==> config.mk <==
export PLATFORM = sky130hd
export DESIGN_NAME = tcp_tx_info_ram_flat
export DESIGN_NICKNAME = d
export VERILOG_FILES = /design/src/hw/tcp_tx_pkg.sv /design/src/hw/tcp_tx_info_if.sv /design/src/hw/tcp_tx_info_ram.sv /design/src/flat_wrapper.sv
export SDC_FILE = /design/constraint.sdc
export NUM_CORES = 1
export LEC_CHECK = 0
export BUFFER_PORTS_ARGS = -buffer_cell sky130_fd_sc_hd__buf_4
export CAP_MARGIN = 20
export CORE_MARGIN = 4
export CORE_UTILIZATION = 50
export CTS_CLUSTER_DIAMETER = 50
export DETAILED_ROUTE_END_ITERATION = 10
export PLACE_DENSITY = 0.68
export SLEW_MARGIN = 20
export SYNTH_ARGS = -nofsm -noshare
export SYNTH_HDL_FRONTEND = slang
export SYNTH_SLANG_ARGS = --single-unit
==> constraint.sdc <==
create_clock -name clk -period 15.2 [get_ports clk]
set_clock_uncertainty 0.15 [all_clocks]
set_input_delay 1.52 -clock clk [delete_from_list [all_inputs] [get_ports clk]]
set_output_delay 1.52 -clock clk [all_outputs]
set_load 0.1 [all_outputs]
==> src/hw/tcp_tx_pkg.sv <==
package tcp_tx_pkg;

  //////////////////////////////
  // widths

  typedef logic [31:0] seq_t;    // tcp seq/ack, compared by sign of difference
  typedef logic [7:0]  byte_t;   // payload byte
  typedef logic [15:0] len_t;    // payload length of one packet
  typedef logic [3:0]  tries_t;  // transmission attempts
  typedef logic [23:0] rto_t;    // timeout in scan visits

  // one packet table entry
  typedef struct packed {
    seq_t   start;   // first seq of the packet
    seq_t   stop;    // seq after last byte, the ack that covers it
    len_t   length;
    tries_t tries;
    rto_t   rto;
    logic   exists;
  } pkt_rec_t;

  localparam int HDR_BYTES = 80;  // ipv4 + tcp header incl. options

  //////////////////////////////
  // fsm encodings

  typedef enum logic {bld_idle, bld_pend} bld_state_t;

  typedef enum logic [2:0] {
    scan_read, scan_judge, scan_choose, scan_update, scan_next, scan_wait
  } scan_state_t;

  typedef enum logic [1:0] {strm_idle, strm_wait, strm_data} strm_state_t;

endpackage
==> src/hw/tcp_tx_info_if.sv <==
`timescale 1ns/1ps

interface tcp_tx_info_if #(
  parameter int PKT_AW = 3
);

  // port a, new packets from the builder
  logic [PKT_AW-1:0]    add_addr;
  tcp_tx_pkg::pkt_rec_t add_rec;
  logic                 add_wr;

  // port b, scan and update
  logic [PKT_AW-1:0]    upd_addr;
  tcp_tx_pkg::pkt_rec_t upd_rec;
  logic                 upd_wr;
  tcp_tx_pkg::pkt_rec_t upd_q;     // entry at upd_addr, one cycle late

  modport builder (output add_addr, add_rec, add_wr);
  modport scanner (output upd_addr, upd_rec, upd_wr, input upd_q);
  modport ram (
    input  add_addr, add_rec, add_wr, upd_addr, upd_rec, upd_wr,
    output upd_q
  );

endinterface

==> src/hw/tcp_tx_info_ram.sv <==
`timescale 1ns/1ps

module tcp_tx_info_ram #(
  parameter int PKT_AW = 3
) (
  input  logic       clk,
  tcp_tx_info_if.ram info
);

  tcp_tx_pkg::pkt_rec_t mem [2**PKT_AW];
  tcp_tx_pkg::pkt_rec_t q_b;

  //////////////////////////////
  // both ports write at the edge

  always_ff @(posedge clk) begin
    if (info.add_wr) mem[info.add_addr] <= info.add_rec;  // builder adds
    if (info.upd_wr) mem[info.upd_addr] <= info.upd_rec;  // scanner updates or frees
    q_b <= mem[info.upd_addr];                            // registered read, port b
  end

  assign info.upd_q = q_b;

endmodule

==> src/flat_wrapper.sv <==
// flat-port wrapper written by rule: the top's interface ports become plain ports
module tcp_tx_info_ram_flat 
#(
  parameter int PKT_AW = 3
)
  (clk, info_add_addr, info_add_rec, info_add_wr, info_upd_addr, info_upd_rec, info_upd_wr, info_upd_q);
  tcp_tx_info_if #(.PKT_AW(PKT_AW)) info_i ();
  input  logic clk;
  input wire logic [$bits(info_i.add_addr)-1:0] info_add_addr;
  input wire logic [$bits(info_i.add_rec)-1:0] info_add_rec;
  input wire logic [$bits(info_i.add_wr)-1:0] info_add_wr;
  input wire logic [$bits(info_i.upd_addr)-1:0] info_upd_addr;
  input wire logic [$bits(info_i.upd_rec)-1:0] info_upd_rec;
  input wire logic [$bits(info_i.upd_wr)-1:0] info_upd_wr;
  output wire logic [$bits(info_i.upd_q)-1:0] info_upd_q;
  assign info_i.add_addr = info_add_addr;
  assign info_i.add_rec = info_add_rec;
  assign info_i.add_wr = info_add_wr;
  assign info_i.upd_addr = info_upd_addr;
  assign info_i.upd_rec = info_upd_rec;
  assign info_i.upd_wr = info_upd_wr;
  assign info_upd_q = info_i.upd_q;
  tcp_tx_info_ram #(.PKT_AW(PKT_AW)) u_core (.clk(clk), .info(info_i));
endmodule
# Word level (Yosys, flattened, before mapping)
# Memory sizes are Yosys's and may differ from the RTL's. A register that Yosys moved wholly into a read port is not among the register bits.
# Index checks and enable logic that the tools add are counted.
dict set report op_classes {
  muxes 4
}
# op count
set ops {}
lappend ops {{1-bit 2-to-1 mux} 4}
dict set report word_totals {
  ff_bits 0
  mem_bits_rw 872
  out_inout_bits 109
  n_memories 1
}
# memory words word_bits read_ports rd_ports_with_merged_regs wr line_no
set memory_table {}
lappend memory_table {u_core.mem 8 109 1 1 2 tcp_tx_info_ram.sv:10} ;# tcp_tx_pkg::pkt_rec_t mem [2**PKT_AW];

# Depth between registers and ports, before layout
# Gate-level depths: netlist of the first run.
dict set report logic_depth {
  word_depth 2
  depth_mapped 6
  ltp_nobuf 3
}

# Worst setup path before layout of the first run
# Ideal clock, no wire load.
dict set report synth_path {
  kind {in2reg}
  start {input info_add_addr[0]}
  end {memory u_core.mem[0][0] in the netlist's numbering, enable pin}
  setup_time_ps 739
  arrival_ps 9687
  setup_slack_ps 4624
  stages 2
  n_path_buf 0
  path_cell_list {nand2b_1 o31ai_1}
}
# item line_no
set synth_lines {}
lappend synth_lines {{start, declared} flat_wrapper.sv:9} ;# input wire logic [$bits(info_i.add_addr)-1:0] info_add_addr;
lappend synth_lines {{end, declared} tcp_tx_info_ram.sv:10}

==> flow_summary.toml, run 1 <==
[critical_path]
start_kind = "primary input"
end_kind = "flip-flop"
required_ns = 15.68
cp_max_fo = 79
cp_data_arrival_time_ns = 5.74
worstSetupPathType = "primary input to flip-flop"

[synthesis]
yosysSeqAreaShare_pct = 62.1
synth-seq-cells = 981
ys_warn_count = 0
synth-edff-count = 872
synth_area_per_cell_um2 = 16.7
async_flop_share_pct = 0
syn_area_um2 = 45700
netlist_instances = 2738
synth-main-ff-cell = "edfxtp_1"
yosysUniqueCellTypes = 37
synth_nets = 2965

[routing]
vias_per_cell = 6.24
avgRoutedWirePerCell_um = 30.1
ant_nets = 0
remaining_drc_errors = 0
first_pass_iters = 5
drt_wl_total_um = 130000
drtIter0Drc = 2501
vias = 27000

[sta]
finalSetupTns_ns = 0
finalHoldViolCount = 0
period_minus_slack_ns = 5.26
fmax_mhz = 190
whs_ns = 0.317
worst_pin_slew_ns = 1.19
slew_headroom_pct = 20.6
slew_violations = 0
rsz0062_at_grt = "no"
setup_viol = 0
fin_crit_sh_pct = 34.6

[power]
intPower_uw = 5160
power.density_nw_per_um2 = 131
p_clk_share_pct = 40.6
power_frac_seq_pct = 46.1
p_sw_uw = 1800
pwr-share-comb_pct = 13.4
power.total_uw = 6960
max-vdd-ir-drop_v = 0.000100
leakagePower_uw = 0.0190
p_sw_share_pct = 25.9

[grt]
grt_pass1_vias = 28500
globalRouteOverflowTotal = 0
grt_use_total_pct = 26.7
antenna_found_initial = 19
grt_max_degree = 110
grt_pass1_wl_um = 189000

[job]
drv_cap = 0

[placed_design]
port_buffers = 335
gp_congestion = 0.773
hpwl_um = 71000

[die]
die-area_um2 = 96300
die_w_um = 310
start_util_pct = 50.6
rows = 110
io_pins = 336
die_h_um = 310
core_region_area_um2 = 90300

[clock_network]
clkTransAtPathRegs_ns = 0.06
cts_tree = "built"
cts_resized = 0
clkLatencyLatePin_ns = 0.69
clk_path_buf_depth = 3
ctsHoldBuffers = 0
cts.htree.levels = 3
cts_made_buffers = 116
clock_sinks = 981
cts_setup_buffers = 0
root_buffer = "clkbuf_16"

[min_path]
hold_class = "flip-flop to flip-flop"

[finish]
fin_nets = 3265
syn2layout_area_growth_pct = 16.3
ff_latch_area_um2 = 28400
n_fill_cell = 6886
multi_input_area_um2 = 16300
fin_util_pct = 58.9
drive_gt1_share_pct = 47.9

[outcome]
outcome = "finished clean"
==> layout make-up <==
class | instances | area share [%]
timing repair buffer | 384 | 5.53
sequential | 981 | 53.4
antenna | 14 | 0.0659
inverter | 16 | 0.115
clock inverter | 70 | 1.37
tap | 1176 | 2.77
clock buffer | 151 | 6.07
multi-input combinational | 1539 | 30.7
==> cells in the final DEF, fill, tap and decap left out, types with 8 or more instances in the layout <==
cell type and n:
o22ai_1 78, o2bb2ai_1 78, clkbuf_16 119, mux2_1 10
a22oi_1 14, a211o_1 14, mux2i_1 263, clkinvlp_4 8
clkbuf_8 14, clkinv_4 10, clkinv_1 14, clkbuf_1 19
a221o_1 78, nor2_1 8, o211ai_1 14, clkinv_2 20
dfxtp_1 109, buf_4 378, mux4_2 32, bufinv_16 12
mux2_2 876, edfxtp_1 872, inv_1 14, o32a_1 14
diode_2 14
==> layer usage <==
metal	routed length (um)	track usage, %	up-vias	share of wire (%)
met5	115	0	-	0.088
met4	2860	6.79	16	2.2
met3	9990	5.47	195	7.7
met2	65600	46.1	1093	50
met1	51900	34.7	14000	40
li1	-	-	11700	-
==> flip-flops by register name, indices dropped and copies added, names as in the netlist <==
register / cells
u_core.info.upd_q: 109
u_core.mem: 872
==> worst paths after layout <==
path | startpoint | end | slack [ns] | cells after the start
worst max-delay path | info_upd_addr[2] | u_core.info.upd_q[25] | 9.94 | 7
worst min-delay path | u_core.mem[2][18] | u_core.info.upd_q[18] | 0.32 | 1
worst max register to register | u_core.mem[2][46] | u_core.info.upd_q[46] | 13.77 | 2
worst min register to register | u_core.mem[2][18] | u_core.info.upd_q[18] | 0.32 | 1
==> metrics by stage <==
step / instance area [um^2] / setup WS [ns] / instances
final: 53100 / 9.94 / 4331
after global placement: 49200 / 9.30 / 4096
after global routing: 53100 / 9.84 / 4324
after CTS: 53100 / 9.96 / 4317
after floorplan: 45700 / 4.62 / 2738
after detailed placement: 49200 / 9.22 / 4096
==> Yosys cell counts, types with 3 or more instances <==
cell type	count	share of area (%)
a211o_1	14	0.27
a21boi_0	7	0.11
a21oi_1	7	0.077
a221o_1	78	1.7
a22oi_1	14	0.23
and3_1	3	0.041
buf_1	6	0.049
buf_2	126	1.4
buf_4	29	0.48
buf_6	15	0.37
clkbuf_1	26	0.21
dfxtp_1	109	4.8
edfxtp_1	872	57
inv_1	15	0.12
mux2_1	10	0.25
mux2_2	876	22
mux2i_1	263	5.8
mux4_2	32	1.6
nand2_1	10	0.082
nand2b_1	7	0.096
nor2_1	10	0.082
nor2b_1	3	0.041
o211ai_1	14	0.23
o21ai_0	6	0.066
o22ai_1	79	1.1
o2bb2ai_1	78	1.5
o32a_1	14	0.31
==> power groups by stage <==
stage | Combinational [uW] | Sequential, uW | Clock [uW]
6_report | 930 | 3210 | 2830
5_1_grt | 976 | 3220 | 2980
4_1_cts | 933 | 3210 | 2860
3_5_place_dp | 930 | 3260 | 0
3_3_place_gp | 912 | 3260 | 0
2_1_floorplan | 366 | 3530 | 0
==> logic make-up (layout without fill, tap and decap cells) <==
| kind of cell | Yosys count | after routing | share of synthesized area (%) |
|---|---|---|---|
| AO/OA/AOI/OAI | 315 | 315 | 5.65 |
| buffers and inverters | 218 | 621 | 2.62 |
| flip-flops | 981 | 981 | 62.1 |
| multiplexers | 1181 | 1181 | 29.2 |
| other | 0 | 14 | 0 |
| AND/OR/NAND/NOR | 43 | 43 | 0.490 |
==> critical path, stage by stage <==
cell and delay (ns):
buf_8 0.48, buf_4 0.83, buf_4 0.90, nor2b_4 0.83, buf_4 0.61, o2bb2ai_1 0.20
a221o_1 0.18
Power figures use the tool's default switching activity.
==> run 2: changes to the inputs <==
--- a/config.mk
+++ b/config.mk
@@ -11,7 +11,7 @@
 export CORE_UTILIZATION = 50
 export CTS_CLUSTER_DIAMETER = 50
 export DETAILED_ROUTE_END_ITERATION = 10
-export PLACE_DENSITY = 0.68
+export PLACE_DENSITY = 0.71
 export SLEW_MARGIN = 20
 export SYNTH_ARGS = -nofsm -noshare
 export SYNTH_HDL_FRONTEND = slang
==> constraint.sdc (replaced) <==
create_clock -name clk -period 4.57 [get_ports clk]
set_clock_uncertainty 0.15 [all_clocks]
set_input_delay 0.457 -clock clk [delete_from_list [all_inputs] [get_ports clk]]
set_output_delay 0.457 -clock clk [all_outputs]
set_load 0.1 [all_outputs]
==> run 2 against run 1 <==
Net effect:
- global-route usage increased by 0.98 points
- wire length increased by 4.3%
- sequential cell count unchanged
- register-to-register slack got worse by 11 ns
- cell area increased by 7.3%
- core utilization increased by 4.3 points
- first-iteration DRC count increased by 18%
- cell count increased by 8.4%
- largest cell class unchanged
- combinational power increased to 3.7 times the previous value
- worst setup slack got worse by 8.5 ns
- critical endpoint is now u_core.mem[1][47]
- count of clock-buffer cells in the layout increased by 7
- die area unchanged
==> flow_summary.toml, run 2 (synthesis results as in run 1) <==
[clock_network]
cts_tree = "built"
cts_made_buffers = 120
clock_sinks = 981
root_buffer = "clkbuf_16"
clkTransAtPathRegs_ns = 0.06
clk_path_buf_depth = 3
clkLatencyLatePin_ns = 0.73
cts_resized = 0
cts.htree.levels = 3

[sta]
period_minus_slack_ns = 3.08
fmax_mhz = 324
rsz0062_at_grt = "no"
finalSetupTns_ns = 0
setup_viol = 0
finalHoldViolCount = 0
whs_ns = 0.174
worst_pin_slew_ns = 1.13
slew_headroom_pct = 25.0
slew_violations = 0
fin_crit_sh_pct = 67.5

[routing]
drt_wl_total_um = 136000
vias_per_cell = 6.16
drtIter0Drc = 2941
ant_nets = 0
avgRoutedWirePerCell_um = 29.0
first_pass_iters = 7
vias = 28900
remaining_drc_errors = 0

[power]
power.density_nw_per_um2 = 418
leakagePower_uw = 0.0206
max-vdd-ir-drop_v = 0.000386

[grt]
globalRouteOverflowTotal = 0
antenna_found_initial = 26
grt_pass1_wl_um = 198000
grt_use_total_pct = 27.7
grt_max_degree = 110
grt_pass1_vias = 30300

[die]
die_w_um = 310
io_pins = 336
die_h_um = 310
die-area_um2 = 96300
rows = 110
start_util_pct = 50.6
core_region_area_um2 = 90300

[placed_design]
placed_cell_area_um2 = 49500
hpwl_um = 71800
dp_cells = 4110
port_buffers = 335
gp_congestion = 0.777

[critical_path]
cp_data_arrival_time_ns = 3.38
slowest_stage = "dlygate4sd3_1"
r2r-start = "u_core.mem[0][49]"
required_ns = 4.87
cp_num_buf_inv = 3
rrSetupSlack_ns = 3.14
rr_worst_depth = 2
crit_chain = "buf_8 > nor2b_1 > nand2_4 > buf_12 > mux2_2 > dlygate4sd3_1"
end_kind = "flip-flop"
cpLargestDelayFamily = "buffers and inverters"
start_kind = "primary input"
crit_start = "info_upd_addr[0]"
cp_max_fo = 61
worstSetupPathType = "primary input to flip-flop"
worstReg2RegEnd = "u_core.info.upd_q[49]"
critPathMaxStageDelay_ns = 0.57

[finish]
drive_gt1_share_pct = 43.6
regMostFlops = "u_core.mem"
syn2layout_area_growth_pct = 24.8
final_cells = 4693
design_area_um2 = 57000
layout_commonest_cell = "mux2_2"
largest_reg_flops = 872
most-common-layout-cells = "876 x mux2_2, 872 x edfxtp_1, 370 x buf_4"
fin_nets = 3610
n_fill_cell = 6508

[min_path]
hold_class = "primary input to flip-flop"
holdPathStages = 2
min_from = "info_upd_addr[2]"
min_to = "u_core.info.upd_q[78]"

[job]
drv_cap = 0

[outcome]
outcome = "finished clean"
run 2: changes by cell type in the layout (fill, tap and decap cells not counted), sizes merged:
cell	previous run	this run
buf	383	397
bufinv	12	14
clkbuf	152	159
clkinv	44	41
clkinvlp	8	9
diode	14	26
dlygate4sd3	0	327
inv	22	24
run 2: per-layer routing:
layer | GRT usage [%] | vias to the layer above | wire (um)
met3 | 4.41 | 215 | 11500
met5 | 0 | - | 48
met1 | 37.6 | 14900 | 55000
met2 | 46.7 | 1367 | 66500
li1 | - | 12400 | -
met4 | 7.46 | 8 | 2970
run 2: how the worst max path moves through the flow:
stage / to / cells past startpoint / slack [ns]
final: u_core.mem[1][47] / 6 / 1.49
after global routing: u_core.mem[1][41] / 6 / 1.47
after global placement: u_core.mem[1][81] / 5 / 1.31
after CTS: u_core.mem[1][41] / 6 / 1.63
after detailed placement: u_core.mem[1][80] / 5 / 1.28
after floorplan: u_core.mem[6][0] / 2 / -1.69
run 2: stage by stage:
step	util, %	total power [uW]	setup slack, ns
after floorplan	-	12900	-1.69
final	63.2	23800	1.49
after global routing	63.1	24500	1.47
after detailed placement	54.9	14000	1.28
after CTS	63.1	23900	1.63
after global placement	54.9	13900	1.31
run 2: report_power, final:
part	internal, uW	total [uW]	switching [uW]
logic	1270	3420	2150
clock network	5840	9780	3930
registers	10400	10700	207
total	17600	23800	6290
run 2: cell type report:
cell class	count	area [um^2]	area share, %
sequential	981	28400	49.7
multi-input combinational	1539	16300	28.6
clock inverter	72	922	1.62
timing repair buffer	725	6600	11.6
inverter	16	63.8	0.112
antenna	26	65.1	0.114
tap	1176	1470	2.58
clock buffer	158	3240	5.67
run 2: repair_timing:
item                       4_1_cts  5_1_grt
hold buffers                   327        0
hold endpoints to repair       872        0
setup endpoints to repair        0        0
setup buffers                    0        0
