**src/hw/tcp_tx_pkg.sv**
```systemverilog
package tcp_tx_pkg;

  //////////////////////////////
  // widths

  typedef logic [31:0] seq_t;    // tcp seq/ack, compared by sign of difference
  typedef logic [7:0]  byte_t;   // payload byte
  typedef logic [15:0] len_t;    // payload length of one packet
  typedef logic [3:0]  tries_t;  // transmission attempts
  typedef logic [23:0] rto_t;    // timeout in scan visits

  // one packet table entry
  typedef struct packed {
    seq_t   start;   // first seq of the packet
    seq_t   stop;    // seq after last byte, the ack that covers it
    len_t   length;
    tries_t tries;
    rto_t   rto;
    logic   exists;
  } pkt_rec_t;

  localparam int HDR_BYTES = 80;  // ipv4 + tcp header incl. options

  //////////////////////////////
  // fsm encodings

  typedef enum logic {bld_idle, bld_pend} bld_state_t;

  typedef enum logic [2:0] {
    scan_read, scan_judge, scan_choose, scan_update, scan_next, scan_wait
  } scan_state_t;

  typedef enum logic [1:0] {strm_idle, strm_wait, strm_data} strm_state_t;

endpackage
```
**src/hw/tcp_tx_job_if.sv**
```systemverilog
`timescale 1ns/1ps

interface tcp_tx_job_if;

  logic             send;   // one cycle, only while idle
  tcp_tx_pkg::seq_t start;  // held until next send
  tcp_tx_pkg::seq_t stop;
  tcp_tx_pkg::len_t lng;
  logic             idle;   // streamer free for a new packet

  modport scanner (
    output send, start, stop, lng,
    input  idle
  );

  modport streamer (
    input  send, start, stop, lng,
    output idle
  );

endinterface

```
**src/hw/tcp_tx_info_if.sv**
```systemverilog
`timescale 1ns/1ps

interface tcp_tx_info_if #(
  parameter int PKT_AW = 3
);

  // port a, new packets from the builder
  logic [PKT_AW-1:0]    add_addr;
  tcp_tx_pkg::pkt_rec_t add_rec;
  logic                 add_wr;

  // port b, scan and update
  logic [PKT_AW-1:0]    upd_addr;
  tcp_tx_pkg::pkt_rec_t upd_rec;
  logic                 upd_wr;
  tcp_tx_pkg::pkt_rec_t upd_q;     // entry at upd_addr, one cycle late

  modport builder (output add_addr, add_rec, add_wr);
  modport scanner (output upd_addr, upd_rec, upd_wr, input upd_q);
  modport ram (
    input  add_addr, add_rec, add_wr, upd_addr, upd_rec, upd_wr,
    output upd_q
  );

endinterface

```
**src/hw/tcp_tx_scanner.sv**
```systemverilog
`timescale 1ns/1ps

module tcp_tx_scanner #(
  parameter int RTX_TICKS = 1000,
  parameter int RTX_TRIES = 5,
  parameter int PKT_AW    = 3
) (
  input  logic             clk,
  input  logic             arst_n,
  input  logic             init,
  input  tcp_tx_pkg::seq_t rem_ack,
  input  logic             add_pend,
  output tcp_tx_pkg::seq_t freed_ack,  // buffer may be reused below this
  output logic [PKT_AW:0]  rem_ptr,    // oldest live entry
  output logic             force_dcn,
  tcp_tx_info_if.scanner   info,
  tcp_tx_job_if.scanner    job
);

  tcp_tx_pkg::scan_state_t state;
  tcp_tx_pkg::pkt_rec_t    rec;       // entry being visited
  tcp_tx_pkg::seq_t        ack_dif;   // rem_ack - stop, msb set while unacked
  logic [PKT_AW-1:0]       upd_ptr;
  logic [PKT_AW-1:0]       next_ptr;  // next entry due for first transmission
  logic [PKT_AW:0]         tail;      // follows the builder's add pointer
  logic [PKT_AW:0]         fill;
  logic [PKT_AW-1:0]       ofs;
  logic add_q, live, valid, acked, do_free, do_tx, tx_first, tx_rtx;

  assign fill = tail - rem_ptr;
  assign ofs  = upd_ptr - rem_ptr[PKT_AW-1:0];

  assign tx_first = (rec.tries == '0) && (upd_ptr == next_ptr);  // in order only
  assign tx_rtx   = (rec.tries != '0) && (rec.rto == tcp_tx_pkg::rto_t'(RTX_TICKS)) &&
                    (rec.tries < tcp_tx_pkg::tries_t'(RTX_TRIES));

  assign info.upd_addr = upd_ptr;
  assign info.upd_rec  = rec;

  always_ff @(posedge clk or negedge arst_n) begin
    if (!arst_n) begin
      state <= tcp_tx_pkg::scan_wait;
      {upd_ptr, next_ptr, rem_ptr, tail} <= '0;
      {add_q, live, valid, acked, do_free, do_tx} <= '0;
      force_dcn   <= 1'b0;
      freed_ack   <= '0;
      info.upd_wr <= 1'b0;
      job.send    <= 1'b0;
    end else if (init) begin
      state <= tcp_tx_pkg::scan_wait;
      {upd_ptr, next_ptr, rem_ptr, tail} <= '0;
      {add_q, live, valid, acked, do_free, do_tx} <= '0;
      force_dcn   <= 1'b0;
      freed_ack   <= rem_ack;  // nothing outstanding yet
      info.upd_wr <= 1'b0;
      job.send    <= 1'b0;
    end else begin
      add_q <= add_pend;
      if (add_q) tail <= tail + 1'b1;  // same edge the entry lands
      case (state)
        tcp_tx_pkg::scan_wait: begin
          live  <= ({1'b0, ofs} < fill);  // entry inside the written window
          state <= tcp_tx_pkg::scan_read;
        end
        tcp_tx_pkg::scan_read: state <= tcp_tx_pkg::scan_judge;
        tcp_tx_pkg::scan_judge: begin
          valid <= live && rec.exists;
          acked <= !ack_dif[31];
          state <= tcp_tx_pkg::scan_choose;
        end
        tcp_tx_pkg::scan_choose: begin
          do_free <= valid && acked && (upd_ptr == rem_ptr[PKT_AW-1:0]);  // oldest only
          do_tx   <= valid && !acked && job.idle && !force_dcn && (tx_first || tx_rtx);
          if (valid && !acked && rec.tries >= tcp_tx_pkg::tries_t'(RTX_TRIES))
            force_dcn <= 1'b1;  // give up on the connection
          if (!add_pend) state <= tcp_tx_pkg::scan_update;  // keep clear of port a
        end
        tcp_tx_pkg::scan_update: begin
          info.upd_wr <= valid;
          job.send    <= do_tx;
          if (do_free) begin
            freed_ack <= rec.stop;
            rem_ptr   <= rem_ptr + 1'b1;
          end
          if (do_tx && rec.tries == '0) next_ptr <= upd_ptr + 1'b1;
          state <= tcp_tx_pkg::scan_next;
        end
        default: begin  // scan_next, write lands and pointer moves on
          info.upd_wr <= 1'b0;
          job.send    <= 1'b0;
          upd_ptr     <= upd_ptr + 1'b1;
          state       <= tcp_tx_pkg::scan_wait;
        end
      endcase
    end
  end

  always_ff @(posedge clk) begin
    if (state == tcp_tx_pkg::scan_read) begin
      rec     <= info.upd_q;
      ack_dif <= rem_ack - info.upd_q.stop;
    end else if (state == tcp_tx_pkg::scan_update) begin
      if (do_free) rec.exists <= 1'b0;
      else if (do_tx) begin
        rec.tries <= rec.tries + 1'b1;
        rec.rto   <= '0;
        job.start <= rec.start;
        job.stop  <= rec.stop;
        job.lng   <= rec.length;
      end else if (rec.rto != tcp_tx_pkg::rto_t'(RTX_TICKS)) rec.rto <= rec.rto + 1'b1;
    end
  end

endmodule

```
**src/flat_wrapper.sv**
```systemverilog
// flat-port wrapper written by rule: the top's interface ports become plain ports
module tcp_tx_scanner_flat 
#(
  parameter int RTX_TICKS = 1000,
  parameter int RTX_TRIES = 5,
  parameter int PKT_AW    = 3
)
  (clk, arst_n, init, rem_ack, add_pend, freed_ack, rem_ptr, force_dcn, info_upd_addr, info_upd_rec, info_upd_wr, info_upd_q, job_send, job_start, job_stop, job_lng, job_idle);
  tcp_tx_info_if #(.PKT_AW(PKT_AW)) info_i ();
  tcp_tx_job_if job_i ();
  input  logic clk;
  input  logic arst_n;
  input  logic init;
  input  tcp_tx_pkg::seq_t rem_ack;
  input  logic add_pend;
  output tcp_tx_pkg::seq_t freed_ack;
  output logic [PKT_AW:0] rem_ptr;
  output logic force_dcn;
  output wire logic [$bits(info_i.upd_addr)-1:0] info_upd_addr;
  output wire logic [$bits(info_i.upd_rec)-1:0] info_upd_rec;
  output wire logic [$bits(info_i.upd_wr)-1:0] info_upd_wr;
  input wire logic [$bits(info_i.upd_q)-1:0] info_upd_q;
  output wire logic [$bits(job_i.send)-1:0] job_send;
  output wire logic [$bits(job_i.start)-1:0] job_start;
  output wire logic [$bits(job_i.stop)-1:0] job_stop;
  output wire logic [$bits(job_i.lng)-1:0] job_lng;
  input wire logic [$bits(job_i.idle)-1:0] job_idle;
  assign info_upd_addr = info_i.upd_addr;
  assign info_upd_rec = info_i.upd_rec;
  assign info_upd_wr = info_i.upd_wr;
  assign info_i.upd_q = info_upd_q;
  assign job_send = job_i.send;
  assign job_start = job_i.start;
  assign job_stop = job_i.stop;
  assign job_lng = job_i.lng;
  assign job_i.idle = job_idle;
  tcp_tx_scanner #(.RTX_TICKS(RTX_TICKS), .RTX_TRIES(RTX_TRIES), .PKT_AW(PKT_AW)) u_core (.clk(clk), .arst_n(arst_n), .init(init), .rem_ack(rem_ack), .add_pend(add_pend), .freed_ack(freed_ack), .rem_ptr(rem_ptr), .force_dcn(force_dcn), .info(info_i), .job(job_i));
endmodule
```
**config.mk**
```make
export PLATFORM = sky130hd
export DESIGN_NAME = tcp_tx_scanner_flat
export DESIGN_NICKNAME = d
export VERILOG_FILES = /design/src/hw/tcp_tx_pkg.sv /design/src/hw/tcp_tx_job_if.sv /design/src/hw/tcp_tx_info_if.sv /design/src/hw/tcp_tx_scanner.sv /design/src/flat_wrapper.sv
export SDC_FILE = /design/constraint.sdc
export NUM_CORES = 1
export LEC_CHECK = 0
export BUFFER_PORTS_ARGS = -buffer_cell sky130_fd_sc_hd__buf_2
export CORE_ASPECT_RATIO = 0.6
export CORE_MARGIN = 4
export CORE_UTILIZATION = 53
export DETAILED_ROUTE_END_ITERATION = 8
export GPL_ROUTABILITY_DRIVEN = 1
export PLACE_DENSITY_LB_ADDON = 0.2
export SKIP_CTS_REPAIR_TIMING = 1
export SLEW_MARGIN = 20
export SYNTH_ARGS = -nofsm -noshare
export SYNTH_HDL_FRONTEND = slang
export SYNTH_SLANG_ARGS = --single-unit
```
**constraint.sdc**
```tcl
create_clock -name clk -period 7.8 [get_ports clk]
set_input_delay 0.78 -clock clk [delete_from_list [all_inputs] [get_ports clk]]
set_output_delay 0.78 -clock clk [all_outputs]
set_load 0.05 [all_outputs]
```
== Word level (Yosys, flattened, before mapping) ==
Index checks and enable logic that the tools add are counted.
Word-level totals
  bits in registers: 279
  bits of input ports: 146
  output and inout bits: 231
  word-level logic and storage cells: 131
Operators by class
  $add $sub $neg: 8
  order comparisons: 3
  eq/ne operators: 12
  mux-type cells: 41
  bitwise gates (word level): 2
  reductions and logical operators: 40
Operators with widths (count)
  $mux 32: 3
  $mux 29: 2
  $mux 24: 2
  $sub 32x32->32: 1
  $mux 28: 1
  $add 24x1->24 const B: 1
  $eq 24x10->1 const B: 1
  $mux 4: 6
  $ne 24x10->1 const B: 1
  $reduce_bool 2->1: 11
  $mux 3: 7
  $mux 1: 17
  $pmux 3 s5: 1
  $add 4x1->4 const B: 3
  $logic_and 1x1->1: 12
  $reduce_and 2->1: 4
  $eq 3x2->1 const B: 2
  $eq 3x3->1: 2
  $reduce_and 3->1: 2
  $reduce_or 5->1: 1
  $ge 4x3->1 const B: 1
  $logic_not 4->1: 1
  $lt 3x4->1: 1
  $lt 4x3->1 const B: 1
  other kinds (17): 22

== Longest topological paths before layout ==
  word-level depth: 7
  depth in mapped cells: 10
  mapped depth without buffers: 10

== Worst setup path before layout ==
OpenSTA, ideal clock, no wires.
  path type: register to register
  start point: register u_core.state[2]
  end point: register u_core.job.lng[0], enable pin
  arrival: 4.065 ns
  data required time: 7.281 ns
  path slack: 3.216 ns
  cell stages (with the launch flop): 4
  buffers on the path: 0
  path through: dfstp_2 > and2b_4 > nand3_2 > nor2_1
Between the ends
  word-level cells in the longest chain between the ends: 3
  elaborated cells on any way between the ends: 4
  those cells by class: eq/ne (1); bitwise (1); reduce/logical (2)
RTL lines
  start: declaration: RTL line tcp_tx_scanner.sv:20  | tcp_tx_pkg::scan_state_t state;
  start signal: assignment: RTL line tcp_tx_scanner.sv:42  | state <= tcp_tx_pkg::scan_wait;
  start signal: assignment: RTL line tcp_tx_scanner.sv:50  | state <= tcp_tx_pkg::scan_wait;
  start signal: assignment: RTL line tcp_tx_scanner.sv:63  | state <= tcp_tx_pkg::scan_read;
  $logic_not 3->1: RTL line tcp_tx_scanner.sv:99  | if (state == tcp_tx_pkg::scan_read) begin
  $not 1->1 (no source line)
  $reduce_and 4->1 (no source line) (*)
  end signal: assignment: RTL line tcp_tx_scanner.sv:109  | job.lng <= rec.length;
  end: declaration: RTL line tcp_tx_job_if.sv:12  | output send, start, stop, lng,
Mark *: on every way between the ends. The rest lies on a longest branch, timed or not.
A chain may end at the register's enable or synchronous reset.

== Worst setup path after layout ==
  start point: register u_core.state[1]
  end point: register u_core.rec, in the netlist u_core.info.upd_rec[23] (data pin)
Between the ends
  word-level cells in the longest chain between the ends: 2
RTL lines
  $logic_not 3->1: RTL line tcp_tx_scanner.sv:99
  $mux 29: RTL line tcp_tx_scanner.sv:99
  end signal: assignment: RTL line tcp_tx_scanner.sv:100  | rec <= info.upd_q;
  end: declaration: RTL line tcp_tx_scanner.sv:21  | tcp_tx_pkg::pkt_rec_t rec;
Every way passes these cells.

==> run metrics <==
status finished, final reports clean; sequential area share after synthesis 69.44%; Syn Area/Cell 13.71 sq um; CTS Root Cell clkbuf_16; Post-Route Skew 0.01043 ns; clock latency on the worst-skew pair 0.50 ns; Clock Power Share 35.2%; Sw Ratio 26.85%; DRC viols 0; Slew HR 29.35%; WP data required 8.01 ns; final setup TNS 0 ns; maxcap violations 0; post-DR vias/cell 5.162; crit path kind reg -> reg; Peak supply drop 0.1829 mV; Hold Crit Class in -> async; commonest non-fill, non-tap cell in the layout buf_2; NetSw 0.7971 mW; final hold violation count 0; Async SR Flop Fraction 23.39%; layout cell share with drive strength beyond 1 37.28%; Crit Path Max Fanout 87; cell area after layout 0.01316 sq mm; synth-to-layout area growth 27.67%; Power Total 2.968 mW; clk buf depth 3; fin nets 1,326; Hold WS 0.4286 ns; Mapped Cells 752; Comb power frac 13.2%; placed instance area 0.01247 sq mm; period utilization 36.35%; EDFF count, synth 190; Fill cells 1,408; post-synth top area cell edfxtp_1; die area 0.02182 sq mm; RePlAce Congestion 0.8249; CTS buffer count 23; CTS clk-pin slew, worst paths 0.07 ns; Fmax 352.7 MHz; first-pass GRT wire length 41.81 mm; Distinct cells, synth 45; Crit. End Element register; #FFs+latches synth 248; WP data arrival 3.04 ns; dpl hpwl 20.35 mm; Antenna Nets Post-Route 0; crit path time final 2.835 ns; vias 7,314; top cells by area, synth edfxtp_1, dfrtp_1, ha_1; yosys warns 0; WL/cell 19.28 um; setup violators final 0; IO Port Bufs 376; most frequent cells in the layout buf_2, edfxtp_1, nand2_1, o21ai_0, dfrtp_1; Rows 39; setup repair after global routing missed its margin false; CTS tree done; top cell type's share of synthesized area 55.34%; Final Max Tran Viols 0; worst slew pin tran 1.060 ns; largest net degree at the start of global routing 92; Reg power frac 51.5%; vias in the first global route 7,188; die height 116.0 um; Ports 377; Mapped Area 0.01031 sq mm; critical path startpoint category register; die width 188.1 um; grt ovf 0; Sink Count 248; initial antenna violation count 2; ys flop type edfxtp_1; Synth Net Count 945; initial drt markers 586; wirelength, routed 27.32 mm; Total GRT Usage 24.69%; Core ar. 0.01908 sq mm; H-tree Lvls 1; starting density of the core 54.04%; power per cell area 225.5 mW/mm^2; static leakage 5.819 nW; DRT Pass-1 Iters 7; Power Internal 2.171 mW
-- sequential cells by signal, summed over array words and instances (netlist names), 4 cells and up --
| register | flops |
|---|---|
| u_core.info.upd_rec | 109 |
| u_core.freed_ack | 32 |
| u_core.job.start | 32 |
| u_core.job.stop | 32 |
| u_core.job.lng | 16 |
| u_core.rem_ptr | 4 |
| u_core.tail | 4 |
-- worst paths after layout --
path	cells past startpoint	slack (ns)	startpoint	end
worst min register to register	0	0.44	u_core.info.upd_rec[92]$_DFFE_PP_	u_core.job.start[15]$_DFFE_PP_
worst max register to register	4	4.97	u_core.state[1]$_DFFE_PN0P_	u_core.info.upd_rec[23]$_DFFE_PP_
worst max-delay path	4	4.97	u_core.state[1]$_DFFE_PN0P_	u_core.info.upd_rec[23]$_DFFE_PP_
worst min-delay path	2	0.43	arst_n	u_core.freed_ack[4]$_DFFE_PN0P_
min in group clk	0	0.44	u_core.info.upd_rec[92]$_DFFE_PP_	u_core.job.start[15]$_DFFE_PP_
max in group asynchronous	2	6.84	arst_n	u_core.freed_ack[10]$_DFFE_PN0P_
-- kinds of logic (layout without fill, tap and decap cells) --
logic type               count (synthesis)  in the layout  synth area share [%]
flip-flops                             248            248                 69.44
AO/OA/AOI/OAI                          111            111                 6.104
buffers and inverters                   73            469                 2.803
multiplexers                            34             34                 3.301
other                                    0              3                     0
AND/OR/NAND/NOR                        195            195                 8.762
XOR/XNOR                                44             44                 3.738
adder cells (fa/ha/maj)                 47             47                 5.850
-- through the flow --
step | instances | util (%) | setup slack (ns)
global placement | 1374 | 65.38 | 5.035
global route | 1416 | 68.98 | 4.726
detailed placement | 1374 | 65.38 | 4.933
floorplan | 752 | - | 3.216
CTS | 1414 | 68.95 | 4.936
finish | 1417 | 68.99 | 4.965
-- critical path: stages, from the launching register on --
cell and delay [ns]:
dfrtp_1 0.48, or3_1 0.53, inv_4 0.42, buf_4 0.88, o31ai_1 0.16
-- final cells by class --
type,instances,area [sq um],share of cell area (%)
Sequential cell,248,7159,54.39
Multi-Input combinational cell,431,2877,21.85
Timing Repair Buffer,382,1927,14.64
Clock buffer,29,598.1,4.544
Tap cell,266,332.8,2.529
Inverter,47,178.9,1.359
Clock inverter,11,82.58,0.6274
Antenna cell,3,7.507,0.05703
-- cell usage after synthesis, types with 4 or more instances --
master,count
dfrtp_1,56
a21oi_1,26
nand3_1,14
and3_1,5
nand2_1,99
a21o_1,4
buf_2,6
nor2_1,38
xor2_1,17
nand2b_1,5
xnor2_1,27
edfxtp_1,190
nand4_1,8
ha_1,45
mux2i_1,34
nor3_2,4
o21ai_0,56
o31ai_1,9
clkbuf_1,19
inv_1,46
-- power by group through the flow --
stage                     Sequential, mW  Combinational (mW)  Clock, mW
after detailed placement            1.56               0.394          0
after global routing                1.54               0.426       1.13
final                               1.53               0.393       1.05
after CTS                           1.53               0.396       1.06
after global placement              1.55               0.390          0
after floorplan                     1.70               0.116          0
-- routing by layer --
metal,GRT usage (%),share of wire [%]
met1,34.45,42
met2,39.58,47
met3,6.382,8.2
met4,6.207,2.4
met5,0,0
No activity file was read; power rests on OpenSTA's default activity.
