$ cat config.mk
export PLATFORM = sky130hd
export DESIGN_NAME = tcp_tx_streamer_flat
export DESIGN_NICKNAME = d
export VERILOG_FILES = /design/src/hw/tcp_tx_pkg.sv /design/src/hw/tcp_tx_job_if.sv /design/src/hw/tcp_tx_streamer.sv /design/src/flat_wrapper.sv
export SDC_FILE = /design/constraint.sdc
export NUM_CORES = 1
export LEC_CHECK = 0
export ABC_AREA = 0
export BUFFER_PORTS_ARGS = -buffer_cell sky130_fd_sc_hd__buf_2
export CAP_MARGIN = 20
export CORE_MARGIN = 1
export CORE_UTILIZATION = 51
export CTS_BUF_LIST = sky130_fd_sc_hd__clkbuf_8
export DETAILED_ROUTE_END_ITERATION = 10
export GPL_ROUTABILITY_DRIVEN = 1
export PLACE_DENSITY_LB_ADDON = 0.2
export RECOVER_POWER = 100
export SYNTH_ARGS = -nofsm -noshare
export SYNTH_HDL_FRONTEND = slang
export SYNTH_SLANG_ARGS = --single-unit
$ cat constraint.sdc
create_clock -name clk -period 3.25 [get_ports clk]
set_clock_uncertainty 0.1 [all_clocks]
set_input_delay 0 -clock clk [delete_from_list [all_inputs] [get_ports clk]]
set_output_delay 0 -clock clk [all_outputs]
set_load 0.02 [all_outputs]
$ cat src/hw/tcp_tx_pkg.sv
package tcp_tx_pkg;

  //////////////////////////////
  // widths

  typedef logic [31:0] seq_t;    // tcp seq/ack, compared by sign of difference
  typedef logic [7:0]  byte_t;   // payload byte
  typedef logic [15:0] len_t;    // payload length of one packet
  typedef logic [3:0]  tries_t;  // transmission attempts
  typedef logic [23:0] rto_t;    // timeout in scan visits

  // one packet table entry
  typedef struct packed {
    seq_t   start;   // first seq of the packet
    seq_t   stop;    // seq after last byte, the ack that covers it
    len_t   length;
    tries_t tries;
    rto_t   rto;
    logic   exists;
  } pkt_rec_t;

  localparam int HDR_BYTES = 80;  // ipv4 + tcp header incl. options

  //////////////////////////////
  // fsm encodings

  typedef enum logic {bld_idle, bld_pend} bld_state_t;

  typedef enum logic [2:0] {
    scan_read, scan_judge, scan_choose, scan_update, scan_next, scan_wait
  } scan_state_t;

  typedef enum logic [1:0] {strm_idle, strm_wait, strm_data} strm_state_t;

endpackage
$ cat src/hw/tcp_tx_job_if.sv
`timescale 1ns/1ps

interface tcp_tx_job_if;

  logic             send;   // one cycle, only while idle
  tcp_tx_pkg::seq_t start;  // held until next send
  tcp_tx_pkg::seq_t stop;
  tcp_tx_pkg::len_t lng;
  logic             idle;   // streamer free for a new packet

  modport scanner (
    output send, start, stop, lng,
    input  idle
  );

  modport streamer (
    input  send, start, stop, lng,
    output idle
  );

endinterface

$ cat src/hw/tcp_tx_streamer.sv
`timescale 1ns/1ps

module tcp_tx_streamer (
  input  logic             clk,
  input  logic             arst_n,
  input  logic             init,
  input  tcp_tx_pkg::seq_t tcb_loc_seq,
  output logic             tx_send,   // packet ready for the engine
  input  logic             tx_req,
  input  logic             tx_sent,
  output logic             strm_val,
  output logic             strm_sof,
  output logic             strm_eof,
  output tcp_tx_pkg::seq_t rd_seq,    // buffer read address
  output tcp_tx_pkg::seq_t last_seq,  // highest seq handed out
  tcp_tx_job_if.streamer   job
);

  tcp_tx_pkg::strm_state_t state;
  tcp_tx_pkg::len_t        cnt;    // index of byte on the bus, from 1
  tcp_tx_pkg::len_t        cnt_nxt;
  tcp_tx_pkg::seq_t        ahead;  // msb clear when stop is not behind last_seq

  assign cnt_nxt = cnt + 1'b1;
  assign ahead   = job.stop - last_seq;

  always_ff @(posedge clk or negedge arst_n) begin
    if (!arst_n) begin
      state <= tcp_tx_pkg::strm_idle;
      {tx_send, strm_val, strm_sof, strm_eof} <= '0;
      {rd_seq, cnt, last_seq} <= '0;
      job.idle <= 1'b1;
    end else if (init) begin
      state <= tcp_tx_pkg::strm_idle;
      {tx_send, strm_val, strm_sof, strm_eof} <= '0;
      {rd_seq, cnt} <= '0;
      last_seq <= tcb_loc_seq;
      job.idle <= 1'b1;
    end else begin
      case (state)
        tcp_tx_pkg::strm_idle: begin
          if (job.send) begin
            tx_send  <= 1'b1;
            rd_seq   <= job.start;
            job.idle <= 1'b0;
            state    <= tcp_tx_pkg::strm_wait;
          end else job.idle <= 1'b1;  // one cycle after returning
        end
        tcp_tx_pkg::strm_wait: begin
          if (tx_req) begin  // first byte goes out next cycle
            tx_send  <= 1'b0;
            strm_val <= 1'b1;
            strm_sof <= 1'b1;
            strm_eof <= (job.lng == tcp_tx_pkg::len_t'(1));
            cnt      <= tcp_tx_pkg::len_t'(1);
            state    <= tcp_tx_pkg::strm_data;
          end
        end
        default: begin  // strm_data
          if (strm_eof) begin
            {strm_val, strm_sof, strm_eof} <= '0;
          end else if (strm_val) begin
            rd_seq   <= rd_seq + 1'b1;
            cnt      <= cnt_nxt;
            strm_sof <= 1'b0;
            strm_eof <= (cnt_nxt == job.lng);
          end
          if (tx_sent) begin
            if (!ahead[31] && ahead != '0) last_seq <= job.stop;  // retransmits keep it
            state <= tcp_tx_pkg::strm_idle;
          end
        end
      endcase
    end
  end

endmodule

$ cat src/flat_wrapper.sv
// flat-port wrapper written by rule: the top's interface ports become plain ports
module tcp_tx_streamer_flat 
  (clk, arst_n, init, tcb_loc_seq, tx_send, tx_req, tx_sent, strm_val, strm_sof, strm_eof, rd_seq, last_seq, job_send, job_start, job_stop, job_lng, job_idle);
  tcp_tx_job_if job_i ();
  input  logic clk;
  input  logic arst_n;
  input  logic init;
  input  tcp_tx_pkg::seq_t tcb_loc_seq;
  output logic tx_send;
  input  logic tx_req;
  input  logic tx_sent;
  output logic strm_val;
  output logic strm_sof;
  output logic strm_eof;
  output tcp_tx_pkg::seq_t rd_seq;
  output tcp_tx_pkg::seq_t last_seq;
  input wire logic [$bits(job_i.send)-1:0] job_send;
  input wire logic [$bits(job_i.start)-1:0] job_start;
  input wire logic [$bits(job_i.stop)-1:0] job_stop;
  input wire logic [$bits(job_i.lng)-1:0] job_lng;
  output wire logic [$bits(job_i.idle)-1:0] job_idle;
  assign job_i.send = job_send;
  assign job_i.start = job_start;
  assign job_i.stop = job_stop;
  assign job_i.lng = job_lng;
  assign job_idle = job_i.idle;
  tcp_tx_streamer u_core (.clk(clk), .arst_n(arst_n), .init(init), .tcb_loc_seq(tcb_loc_seq), .tx_send(tx_send), .tx_req(tx_req), .tx_sent(tx_sent), .strm_val(strm_val), .strm_sof(strm_sof), .strm_eof(strm_eof), .rd_seq(rd_seq), .last_seq(last_seq), .job(job_i));
endmodule
# Word-level counts from Yosys, hierarchy flattened
# Cells that the tools add are included.
# classes
addsub	3
n_eq_ne	10
mux	39
reduce_logical	22
# op_table
cell	n
32-bit 2-to-1 mux	8
16-bit 2-to-1 mux	4
32-bit one-hot mux with 2 select lines	1
32-bit by 1-bit adder with 32-bit output (second input constant)	1
16-bit one-hot mux with 2 select lines	1
32-bit nonzero test	1
32-bit subtractor	1
16-bit by 1-bit adder with 16-bit output (second input constant)	1
16-bit by 1-bit equality test with 1-bit output (second input constant)	1
16-bit equality test	1
1-bit 2-to-1 mux	16
3-bit AND reduction	5
3-bit != test (second input constant)	4
3-bit nonzero test	4
2-bit 2-to-1 mux	4
1-bit one-hot mux with 2 select lines	4
4-bit AND reduction	2
4-bit nonzero test	2
2-bit nonzero test	3
2-bit != test (second input constant)	2
2-bit one-hot mux with 2 select lines	1
2-bit by 1-bit equality test with 1-bit output (second input constant)	1
2-bit logical NOT	1
2-bit by 1-bit != test with 1-bit output (second input constant)	1
other kinds (4)	4
# word_totals
regBits	87
inputBits	118
out_inout_bits	69
word_cells	83

# Depth between registers and ports, before layout
# Gate-level depths: netlist of the first run.
# depth
word_depth	7
depth_mapped	15

# Worst setup path before layout of the first run
# No wires, ideal clock.
# synth_timing
path_kind	flip-flop to flip-flop
start	reg u_core.last_seq[0]
end	reg u_core.last_seq[0]
setup_time_ps	124
t_arrival_ps	3138
setup_slack_ps	-112
path_stages_with_launch	14
path_buffers	1
cell_sequence	dfrtp_1 > ha_1 > fa_1 > and2b_4 > o22ai_1 > or3_1 > a221oi_2 > o211ai_1 > a2111oi_0 > o2111a_1 > nand4_1 > buf_4 > a31oi_1 > a21oi_1
# synth_via
elab_chain_cells	5
elab_cells_between_ends	6
# synth_lines
element	line_no	source
start: declaration	tcp_tx_streamer.sv:15	output tcp_tx_pkg::seq_t last_seq,
start signal: assignment	tcp_tx_streamer.sv:37	last_seq <= tcb_loc_seq;
start signal: assignment	tcp_tx_streamer.sv:69	if (!ahead[31] && ahead != '0) last_seq <= job.stop;
32-bit subtractor *	tcp_tx_streamer.sv:25	assign ahead = job.stop - last_seq;
32-bit nonzero test / 1-bit logical NOT (equally long branches)	tcp_tx_streamer.sv:69	
1-bit logical AND *	tcp_tx_streamer.sv:69	
2-bit nonzero test (no source line) *	-	
3-bit AND reduction (no source line) *	-	
# Mark *: on every way between the ends. The rest lies on a longest branch, timed or not.
# A chain may end at the register's enable or synchronous reset.

# Worst setup path after layout of the first run
# layout_timing
start	reg u_core.last_seq[19]
end	reg u_core.last_seq[11]
# Same word-level chain as after synthesis.

==> results of run 1 <==
-- report_power, final --
part | total (uW) | internal, uW | switching (uW)
clock network | 763 | 304 | 459
logic | 1600 | 659 | 944
registers | 1310 | 1190 | 126
total | 3680 | 2150 | 1530
-- final timing paths --
| check | from | end | slack (ps) | depth (start not counted) |
|---|---|---|---|---|
| hold / removal | job_lng[5] | u_core.strm_eof | 20 | 5 |
| setup / recovery | u_core.last_seq[19] | u_core.last_seq[11] | -220 | 14 |
| setup reg to reg | u_core.last_seq[19] | u_core.last_seq[11] | -220 | 14 |
| min in group asynchronous | arst_n | u_core.last_seq[24] | 470 | 2 |
| hold reg to reg | u_core.job.idle | u_core.job.idle | 420 | 2 |
| max in group asynchronous | arst_n | u_core.rd_seq[5] | 1160 | 3 |
-- registers in the layout, indices dropped and copies added (netlist names) --
name / flops
u_core.cnt: 16
u_core.job.idle: 1
u_core.last_seq: 32
u_core.rd_seq: 32
u_core.state: 2
u_core.strm_eof: 1
u_core.strm_sof: 1
u_core.strm_val: 1
u_core.tx_send: 1
-- what timing repair did --
action,4_1_cts,5_1_grt
resized for setup,26,30
hold buffers,104,0
setup buffers,5,0
setup endpoints to repair,32,32
gates cloned,1,2
pin swaps,19,6
endpoints found under the hold margin,134,0
-- kinds of logic (layout without fill, tap and decap cells) --
logic type | Yosys count | in the layout | share of synthesized area [%]
buf+inv | 111 | 412 | 6.39
mux | 9 | 9 | 1.25
flops | 87 | 87 | 29.5
simple gates | 313 | 313 | 21.7
xor+xnor | 35 | 35 | 4.15
fa+ha+maj | 34 | 34 | 5.87
compound gates | 371 | 371 | 31.1
-- worst max-delay path: stages, from the launching register on --
cell       delay (ps)
dfrtp_1           400
inv_1              60
ha_1              380
nand2_1           190
nor2_1            310
and3_1            200
o21ai_1           160
a2111oi_1         390
a211oi_1          110
and4b_1           300
nand4_1           130
buf_6             170
clkbuf_16         160
a31oi_1           190
a21oi_1            90
-- metal layers --
layer / track usage [%] / vias up
li1: - / 4115
met1: 44.5 / 4181
met2: 54.3 / 456
met3: 6.04 / 83
met4: 17.2 / 0
met5: 0 / -
-- cell type report --
class / instances / area share (%)
clock buffer: 10 / 1.35
clock inverter: 6 / 0.430
inverter: 50 / 1.84
multi-input combinational: 762 / 49.2
sequential: 87 / 21.4
tap: 180 / 2.21
timing repair buffer: 346 / 23.6
-- synthesized netlist by cell type (all sizes together) (10+ instances only) --
| cell | number | area share, % |
|---|---|---|
| nand3 | 24 | 1.6 |
| o21ai | 138 | 9.4 |
| nor3 | 19 | 1.3 |
| nand2 | 55 | 2.8 |
| a21oi | 80 | 5.7 |
| buf | 21 | 1.7 |
| nor2b | 42 | 3.6 |
| inv | 50 | 2.5 |
| a21o | 12 | 1.2 |
| xnor2 | 27 | 3.2 |
| nand4 | 15 | 1.3 |
| a31oi | 45 | 4.0 |
| o31ai | 10 | 1.1 |
| o21a | 10 | 1.0 |
| ha | 33 | 5.6 |
| a22oi | 16 | 1.6 |
| clkbuf | 40 | 2.1 |
| nor2 | 88 | 4.5 |
| dfrtp | 86 | 29 |
| and3 | 24 | 2.0 |
-- per-stage QoR --
stage	TNS [ps]	hold WS, ps
detailed placement	-6500	73.8
CTS	-597	0.120
global placement	-3120	71.0
finish	-5620	20.9
floorplan	0	-396
global route	-8910	34.1
==> run metrics, run 1 <==
via density per instance around 6.1; CTS buffer count 9; Final WS setup -222 ps; CP arrival 3640 ps; mean post-synth cell area 7.69 um2; Placed Cells about 1300; Die ar. between 0.01 and 0.015 mm2; global-route total usage across every layer ~34%; router iterations before antenna repair 8; chip width ~120 um; fill cell count between 1000 and 1500; Mapped Nets approximately 1100; utilization after layout roughly 73%; flops & latches, synth 87; Req. time, crit path roughly 3400 ps; Detailed Place HPWL about 17000 um; number of DRC markers in iteration 0 between 800 and 900; pwr/cell area about 360 mW/mm2; Hold Path Class input port to flip-flop; Lkg Pwr 0.00445 uW; DR WL/cell 18.3 um; highest metal used met4; Synth Flop Type dfrtp_1; DRC Markers 0; number of synthesized flops with an enable pin 0; minimum clock period 3470 ps; H-tree depth 3; initial core utilization between 50% and 60%; fin cells between 1000 and 1500; Post-DP Area between 0.008 and 0.009 mm2; row count 43; library cells used by synthesis between 70 and 80; via count around 8800; core box area around 0.014 mm2; Synth warnings 0; Final Hold Fails 0; Synth async-reset ratio 100%; startpoint types flip-flop; sequential share of the synthesized area around 30%; Crit. End Element flip-flop; status finished with violations; antenna violations before repair 0; Fmax achieved ~290 MHz; met3 routed WL slightly below 2000 um; number of inserted diodes 0; unrepaired setup endpoints after global routing yes; Worst Path Max Fanout 5; Clock Path Buffers 2; met2 WL roughly 12000 um; Tcrit/Tclk final 107%; CP Class flip-flop to flip-flop; Least-Margin Pin Slew about 1700 ps; vias in the first global route slightly above 8000; CTS tree built; cell area after technology mapping 0.00738 mm2; most frequent cells in the layout buf_2, dlygate4sd3_1, o21ai_0; first-pass GRT wire length 40200 um; CTS Root Cell clkbuf_8; layout cells sized above 1 roughly 20%; M1 wire length between 10000 and 15000 um; area of the multi-input gates about 0.005 mm2; clk sink count slightly below 90; GPL Wtd Cong between 0.9 and 1; routed wire length 26400 um; Synth Instances between 900 and 1000; pre-CTS setup slack -246 ps; Finish-stage setup viols 32; # IOs 187; clk slew on worst S/H paths approximately 100 ps; P&R area growth vs syn 38.1%; overall power 3680 uW; Rel. slew slack -15.1%; Die Ht about 120 um; failing checks max-capacitance violations, max-slew violations, negative setup slack; Nets between 1000 and 1500; final instance area between 0.01 and 0.015 mm2; largest net degree at the start of global routing 66; Reg area about 0.0022 mm2; Max Cap Viol 1; fin. max-slew vios 66; worst IR drop on VDD ~0.00026 V; post-route ant nets 0; commonest non-fill, non-tap cell in the layout buf_2; Port Buffers 186; latest clock arrival within the worst-skew pair 380 ps; remaining global-route overflow 0
Note: power is estimated with default switching activity, not from simulation.
==> inputs of run 2 (changes only) <==
--- a/config.mk
+++ b/config.mk
@@ -5,7 +5,7 @@
 export SDC_FILE = /design/constraint.sdc
 export NUM_CORES = 1
 export LEC_CHECK = 0
-export ABC_AREA = 0
+export ABC_AREA = 1
 export BUFFER_PORTS_ARGS = -buffer_cell sky130_fd_sc_hd__buf_2
 export CAP_MARGIN = 20
 export CORE_MARGIN = 1
==> run metrics, run 2 <==
status finished with violations; failing checks max-capacitance violations, max-slew violations; GPL Wtd Cong about 0.95; number of inserted diodes 0; Detailed Place HPWL between 15000 and 20000 um; main combinational cell family by area after synthesis simple AND/OR/NAND/NOR gates; post-route ant nets 0; CP arrival about 3300 ps; layout cells sized above 1 a little under an eighth; Finish-stage setup viols 0; row count 44; number of synthesized flops with an enable pin 0; cell-internal power 2440 uW; clk sink count 87; DR WL/cell approximately 15 um; Simple-Gate Fraction of Synth Area between 30% and 40%; Synth async-reset ratio 100%; startpoint types flip-flop; setup TNS 0 ps; Worst Min Path Start init; Port Buffers 186; vias in the first global route 9129; CP Class flip-flop to flip-flop; P&R area growth vs syn 31.4%; commonest non-fill, non-tap cell in the layout nand2_1; Req. time, crit path between 3000 and 4000 ps; switching share of power approximately 44%; via density per instance about 5.4; clk slew on worst S/H paths 100 ps; Worst Path Max Fanout 8; hold endpoint u_core.cnt[0]; fin. max-slew vios 32; sequential share of the synthesized area 27.8%; CTS Root Cell clkbuf_8; H-tree depth 3; pwr/cell area 423 mW/mm2; Post-DP Area 0.00893 mm2; Hold Path Class input port to flip-flop; DRC Markers 0; via count about 9500; Synth Flop Type dfrtp_1; r2r endpoint u_core.last_seq[27]; Crit. End Element flip-flop; XOR/XNOR Fraction of Synth Area around 5.0%; worst r2r src u_core.last_seq[0]; top flop regs u_core.last_seq (32), u_core.rd_seq (32), u_core.cnt (16); number of DRC markers in iteration 0 between 700 and 800; Nets 1732; clock power share 20.8%; first-pass GRT wire length about 43000 um; cell area after technology mapping ~0.008 mm2; most frequent cells in the layout nand2_1, inv_1, nor2_1; largest net degree at the start of global routing ~80; routed wire length about 27000 um; Synth area leader dfrtp_1; Die Ht 126 um; FF-to-FF setup slack about 180 ps; Final Hold Fails 0; router iterations before antenna repair 5; Synth area leaders dfrtp_1, nand2_1, inv_1; core box area approximately 0.015 mm2; # IOs approximately 190; Synth warnings 0; remaining global-route overflow 0; Die ar. roughly 0.016 mm2; register share of total power between 30% and 40%; Comb pwr share ~46%; Synth Instances ~1300; count leader, synth nand2_1; final instance area approximately 0.010 mm2; commonest cells in the netlist nand2_1, inv_1, nor2_1; Least-Margin Pin Slew a little under 2000 ps; Hold Path Depth 4; antenna violations before repair 0; chip width approximately 130 um; utilization after layout between 60% and 70%; mean post-synth cell area around 6.1 um2; Fmax achieved approximately 330 MHz; Rel. slew slack -29.8%; worst r2r path cells 19; post-synth top area share 27.4%; flops & latches, synth between 80 and 90; worst IR drop on VDD between 0.0003 and 0.0004 V; Lkg Pwr 0.00550 uW; Mapped Nets between 1000 and 1500; Switch Pwr 1920 uW; global-route total usage across every layer about 34%; post-synthesis compound-gate area fraction 10.1%; multiplexer share of the synthesized area 0%; CTS tree built; Adder-Cell Fraction of Synth Area under 10%; Tcrit/Tclk final roughly 94%; minimum clock period 3070 ps; Max Cap Viol 1; library cells used by synthesis 46; CTS buffer count 9; Clock Path Buffers 2; initial core utilization a little over half; latest clock arrival within the worst-skew pair around 400 ps
==> run 2: changes by cell type in the layout (fill, tap and decap cells not counted), sizes merged, moves of 25 or more <==
cell | previous run | this run
buf | 166 | 131
nor2b | 42 | 0
nand3 | 24 | 88
o21ai | 138 | 25
nor2 | 88 | 128
nand2 | 55 | 483
a31oi | 45 | 2
inv | 53 | 206
xor2 | 8 | 33
==> run 2: worst max-delay path by stage <==
stage	startpoint	depth (start not counted)	slack [ps]	to
after global routing	u_core.last_seq[3]	21	-10	u_core.last_seq[18]
after global placement	u_core.last_seq[0]	20	110	u_core.last_seq[15]
final	u_core.last_seq[0]	19	180	u_core.last_seq[27]
after detailed placement	u_core.last_seq[0]	20	20	u_core.last_seq[7]
after floorplan	u_core.last_seq[0]	21	570	u_core.last_seq[1]
after CTS	u_core.last_seq[0]	20	2	u_core.last_seq[8]
==> run 2: critical path, stage by stage (launching register included) <==
cell and delay, ps:
dfrtp_1 420, ha_2 200, fa_2 360, inv_2 90
nand3_2 90, nand2_2 110, buf_4 120, nand3_1 80
nand3_1 160, nand2_1 70, nand2_1 80, o21ai_0 80
nor2_1 100, nand2_1 80, nor2_2 140, nand3_2 130
nand2_8 200, clkbuf_16 190, nand3_1 90, nand2_1 120
==> run 2: cell families (layout without fill, tap and decap cells) <==
| family | after synthesis | after routing |
|---|---|---|
| xor gates and xnor gates | 43 | 43 |
| AOI/OAI and AO/OA | 136 | 136 |
| and+or+nand+nor | 752 | 754 |
| adders and majority gates | 34 | 34 |
| buffers and inverters | 237 | 531 |
| DFF | 87 | 87 |
==> run 2: power by group through the flow <==
| stage | clock network [uW] | logic, uW | registers (uW) |
|---|---|---|---|
| 2_1_floorplan | 0 | 1090 | 1610 |
| 3_3_place_gp | 0 | 1840 | 1450 |
| 3_5_place_dp | 0 | 1860 | 1450 |
| 4_1_cts | 919 | 1970 | 1430 |
| 5_1_grt | 951 | 2230 | 1470 |
| 6_report | 907 | 2010 | 1440 |
==> run 2: timing repair <==
action                                  4_1_cts  5_1_grt
gates cloned                                  0        5
endpoints found under the setup margin        1       32
pin swaps                                     0        3
resized for setup                             1       16
buffers inserted                              0        5
hold buffers                                104        0
endpoints found under the hold margin       147        0
==> run 2: routing by layer <==
| metal | part of all wire, % | GRT usage [%] |
|---|---|---|
| met1 | 41 | 41.9 |
| met2 | 47 | 56.1 |
| met3 | 6.5 | 5.10 |
| met4 | 5.1 | 18.2 |
| met5 | 0 | 0 |
==> run 2: layout make-up <==
class                      count  area [um2]
multi-input combinational    967        4800
inverter                     206         773
clock buffer                  11         151
sequential                    87        2180
clock inverter                 5        81.3
fill                        1323        4450
tap                          184         230
timing repair buffer         309        2100
==> run 2: per-stage QoR <==
stage               total power [uW]  hold WS [ps]  worst slack, ps  cells
finish                          4360           236              182   1769
global route                    4650           348            -10.4   1769
global placement                3290           133              106   1638
CTS                             4330           214             1.84   1758
detailed placement              3310           136             21.5   1638
floorplan                       2700          -396              566   1289
==> inputs of run 3 (changes only) <==
--- a/config.mk
+++ b/config.mk
@@ -13,7 +13,7 @@
 export CTS_BUF_LIST = sky130_fd_sc_hd__clkbuf_8
 export DETAILED_ROUTE_END_ITERATION = 10
 export GPL_ROUTABILITY_DRIVEN = 1
-export PLACE_DENSITY_LB_ADDON = 0.2
+export PLACE_DENSITY = 0.8
 export RECOVER_POWER = 100
 export SYNTH_ARGS = -nofsm -noshare
 export SYNTH_HDL_FRONTEND = slang
==> run metrics, run 3 (synthesis gave the netlist of run 2 again) <==
row count between 40 and 50; CP arrival ~3300 ps; worst IR drop on VDD about 0.00035 V; DRC Markers 0; failing checks max-capacitance violations, max-slew violations; Detailed Place HPWL about 18000 um; Hold Path Class input port to flip-flop; largest net degree at the start of global routing 65; Clock Path Buffers 2; Worst Path Max Fanout 4; clk sink count between 80 and 90; number of DRC markers in iteration 0 710; vias in the first global route 9315; startpoint types flip-flop; remaining global-route overflow 0; core box area ~0.015 mm2; pwr/cell area about 420 mW/mm2; antenna violations before repair 1; Crit. End Element flip-flop; Rel. slew slack -37.4%; P&R area growth vs syn 31.7%; H-tree depth 3; minimum clock period between 3000 and 4000 ps; clk slew on worst S/H paths 80 ps; # IOs around 190; setup TNS 0 ps; via count 9614; chip width 126 um; Req. time, crit path between 3000 and 4000 ps; Port Buffers 186; router iterations before antenna repair 6; initial core utilization 53.1%; unrepaired setup endpoints after global routing no; commonest non-fill, non-tap cell in the layout nand2_1; worst r2r path cells 12; Fmax achieved 326 MHz; area of the multi-input gates just under 0.005 mm2; Lkg Pwr 0.00552 uW; layout cells sized above 1 about 12%; status finished with violations; latest clock arrival within the worst-skew pair ~390 ps; Max Cap Viol 1; DR WL/cell between 15 and 20 um; Nets ~1700; first-pass GRT wire length 43600 um; FF-to-FF setup slack 180 ps; CTS Root Cell clkbuf_8; Finish-stage setup viols 0; Least-Margin Pin Slew 2060 ps; post-route ant nets 0; CTS buffer count 9; fin. max-slew vios 38; Die ar. between 0.015 and 0.02 mm2; Reg area between 0.002 and 0.0025 mm2; most frequent cells in the layout nand2_1, inv_1, nor2_1; Hold Path Depth 4; fin cells between 1500 and 2000; top flop regs u_core.last_seq (32), u_core.rd_seq (32), u_core.cnt (16); Placed Cells around 1600; via density per instance 5.43; Tcrit/Tclk final approximately 95%; routed wire length roughly 27000 um; Final Hold Fails 0; CP Class flip-flop to flip-flop; GPL Wtd Cong approximately 0.94; fill cell count 1192; Die Ht between 100 and 150 um; global-route total usage across every layer around a third; CTS tree built
-- run 3: cell types whose count changed in the layout (fill, tap and decap cells not counted), moves of 2 or more --
cell      before  now
buf_4         11    7
buf_12         1    3
clkbuf_2       1    3
clkbuf_8      11    9
clkinv_4       2    0
nand2_1      477  475
nand2_2        2    4
nand2_4        0    2
nand2_8        4    2
nor4_1         4    2
nor4_4         0    2
-- run 3: final timing paths --
kind                                 startpoint                  end
worst max-delay path            u_core.state[1]      u_core.strm_eof
worst min-delay path                       init        u_core.cnt[0]
worst max register to register  u_core.state[1]      u_core.strm_eof
worst min register to register  u_core.job.idle      u_core.job.idle
max in group asynchronous                arst_n  u_core.last_seq[18]
min in group asynchronous                arst_n       u_core.cnt[11]
-- run 3: metrics by stage --
| step | hold WS (ps) | utilization, % | setup WS [ps] | power (uW) | cell area [um2] |
|---|---|---|---|---|---|
| final | 256 | 70.0 | 178 | 4370 | 10300 |
| after global routing | 351 | 70.0 | 0.571 | 4650 | 10300 |
| after CTS | 23.7 | 69.2 | 95.2 | 4310 | 10200 |
| after detailed placement | -97.0 | 60.5 | 145 | 3290 | 8930 |
| after global placement | -106 | 60.5 | 174 | 3270 | 8930 |
| after floorplan | -396 | - | 566 | 2700 | 7840 |
-- run 3: critical path, cell delays in order (launching register included) --
cell and delay (ps):
dfrtp_1 410, inv_1 80, nand2_1 100, nor2_2 130
inv_2 90, nor4_4 130, dlygate4sd3_1 580, nand4_1 90
dlygate4sd3_1 580, nand3_1 80, dlygate4sd3_1 550, nand2_1 50
inv_1 50
-- run 3: layout make-up --
class	instances	share of cell area [%]
inverter	206	7.49
tap	184	2.23
antenna	1	0.0242
timing repair buffer	309	20.3
clock buffer	9	1.20
multi-input combinational	967	46.6
sequential	87	21.1
clock inverter	6	0.994
-- run 3: what timing repair did --
| action | 4_1_cts | 5_1_grt |
|---|---|---|
| hold endpoints to repair | 126 | 0 |
| buffers inserted | 0 | 6 |
| hold buffers | 105 | 0 |
| endpoints found under the setup margin | 0 | 33 |
| gates resized for setup | 0 | 14 |
-- run 3: power by group --
| part | internal, uW | leakage (uW) | switching, uW |
|---|---|---|---|
| combinational | 705 | 0.00429 | 1300 |
| clock | 500 | 0.000122 | 410 |
| sequential | 1250 | 0.00110 | 202 |
| total | 2450 | 0.00552 | 1910 |
-- run 3: metal layers --
layer  routed length [um]  GRT usage [%]  share of wire [%]  up-vias
met5                    0              0                  0        -
met4                 1430           18.2                5.3        0
met3                 1980           5.65                7.3      127
met2                13400           58.9                 49      491
met1                10400           40.2                 38     4366
li1                     -              -                  -     4630
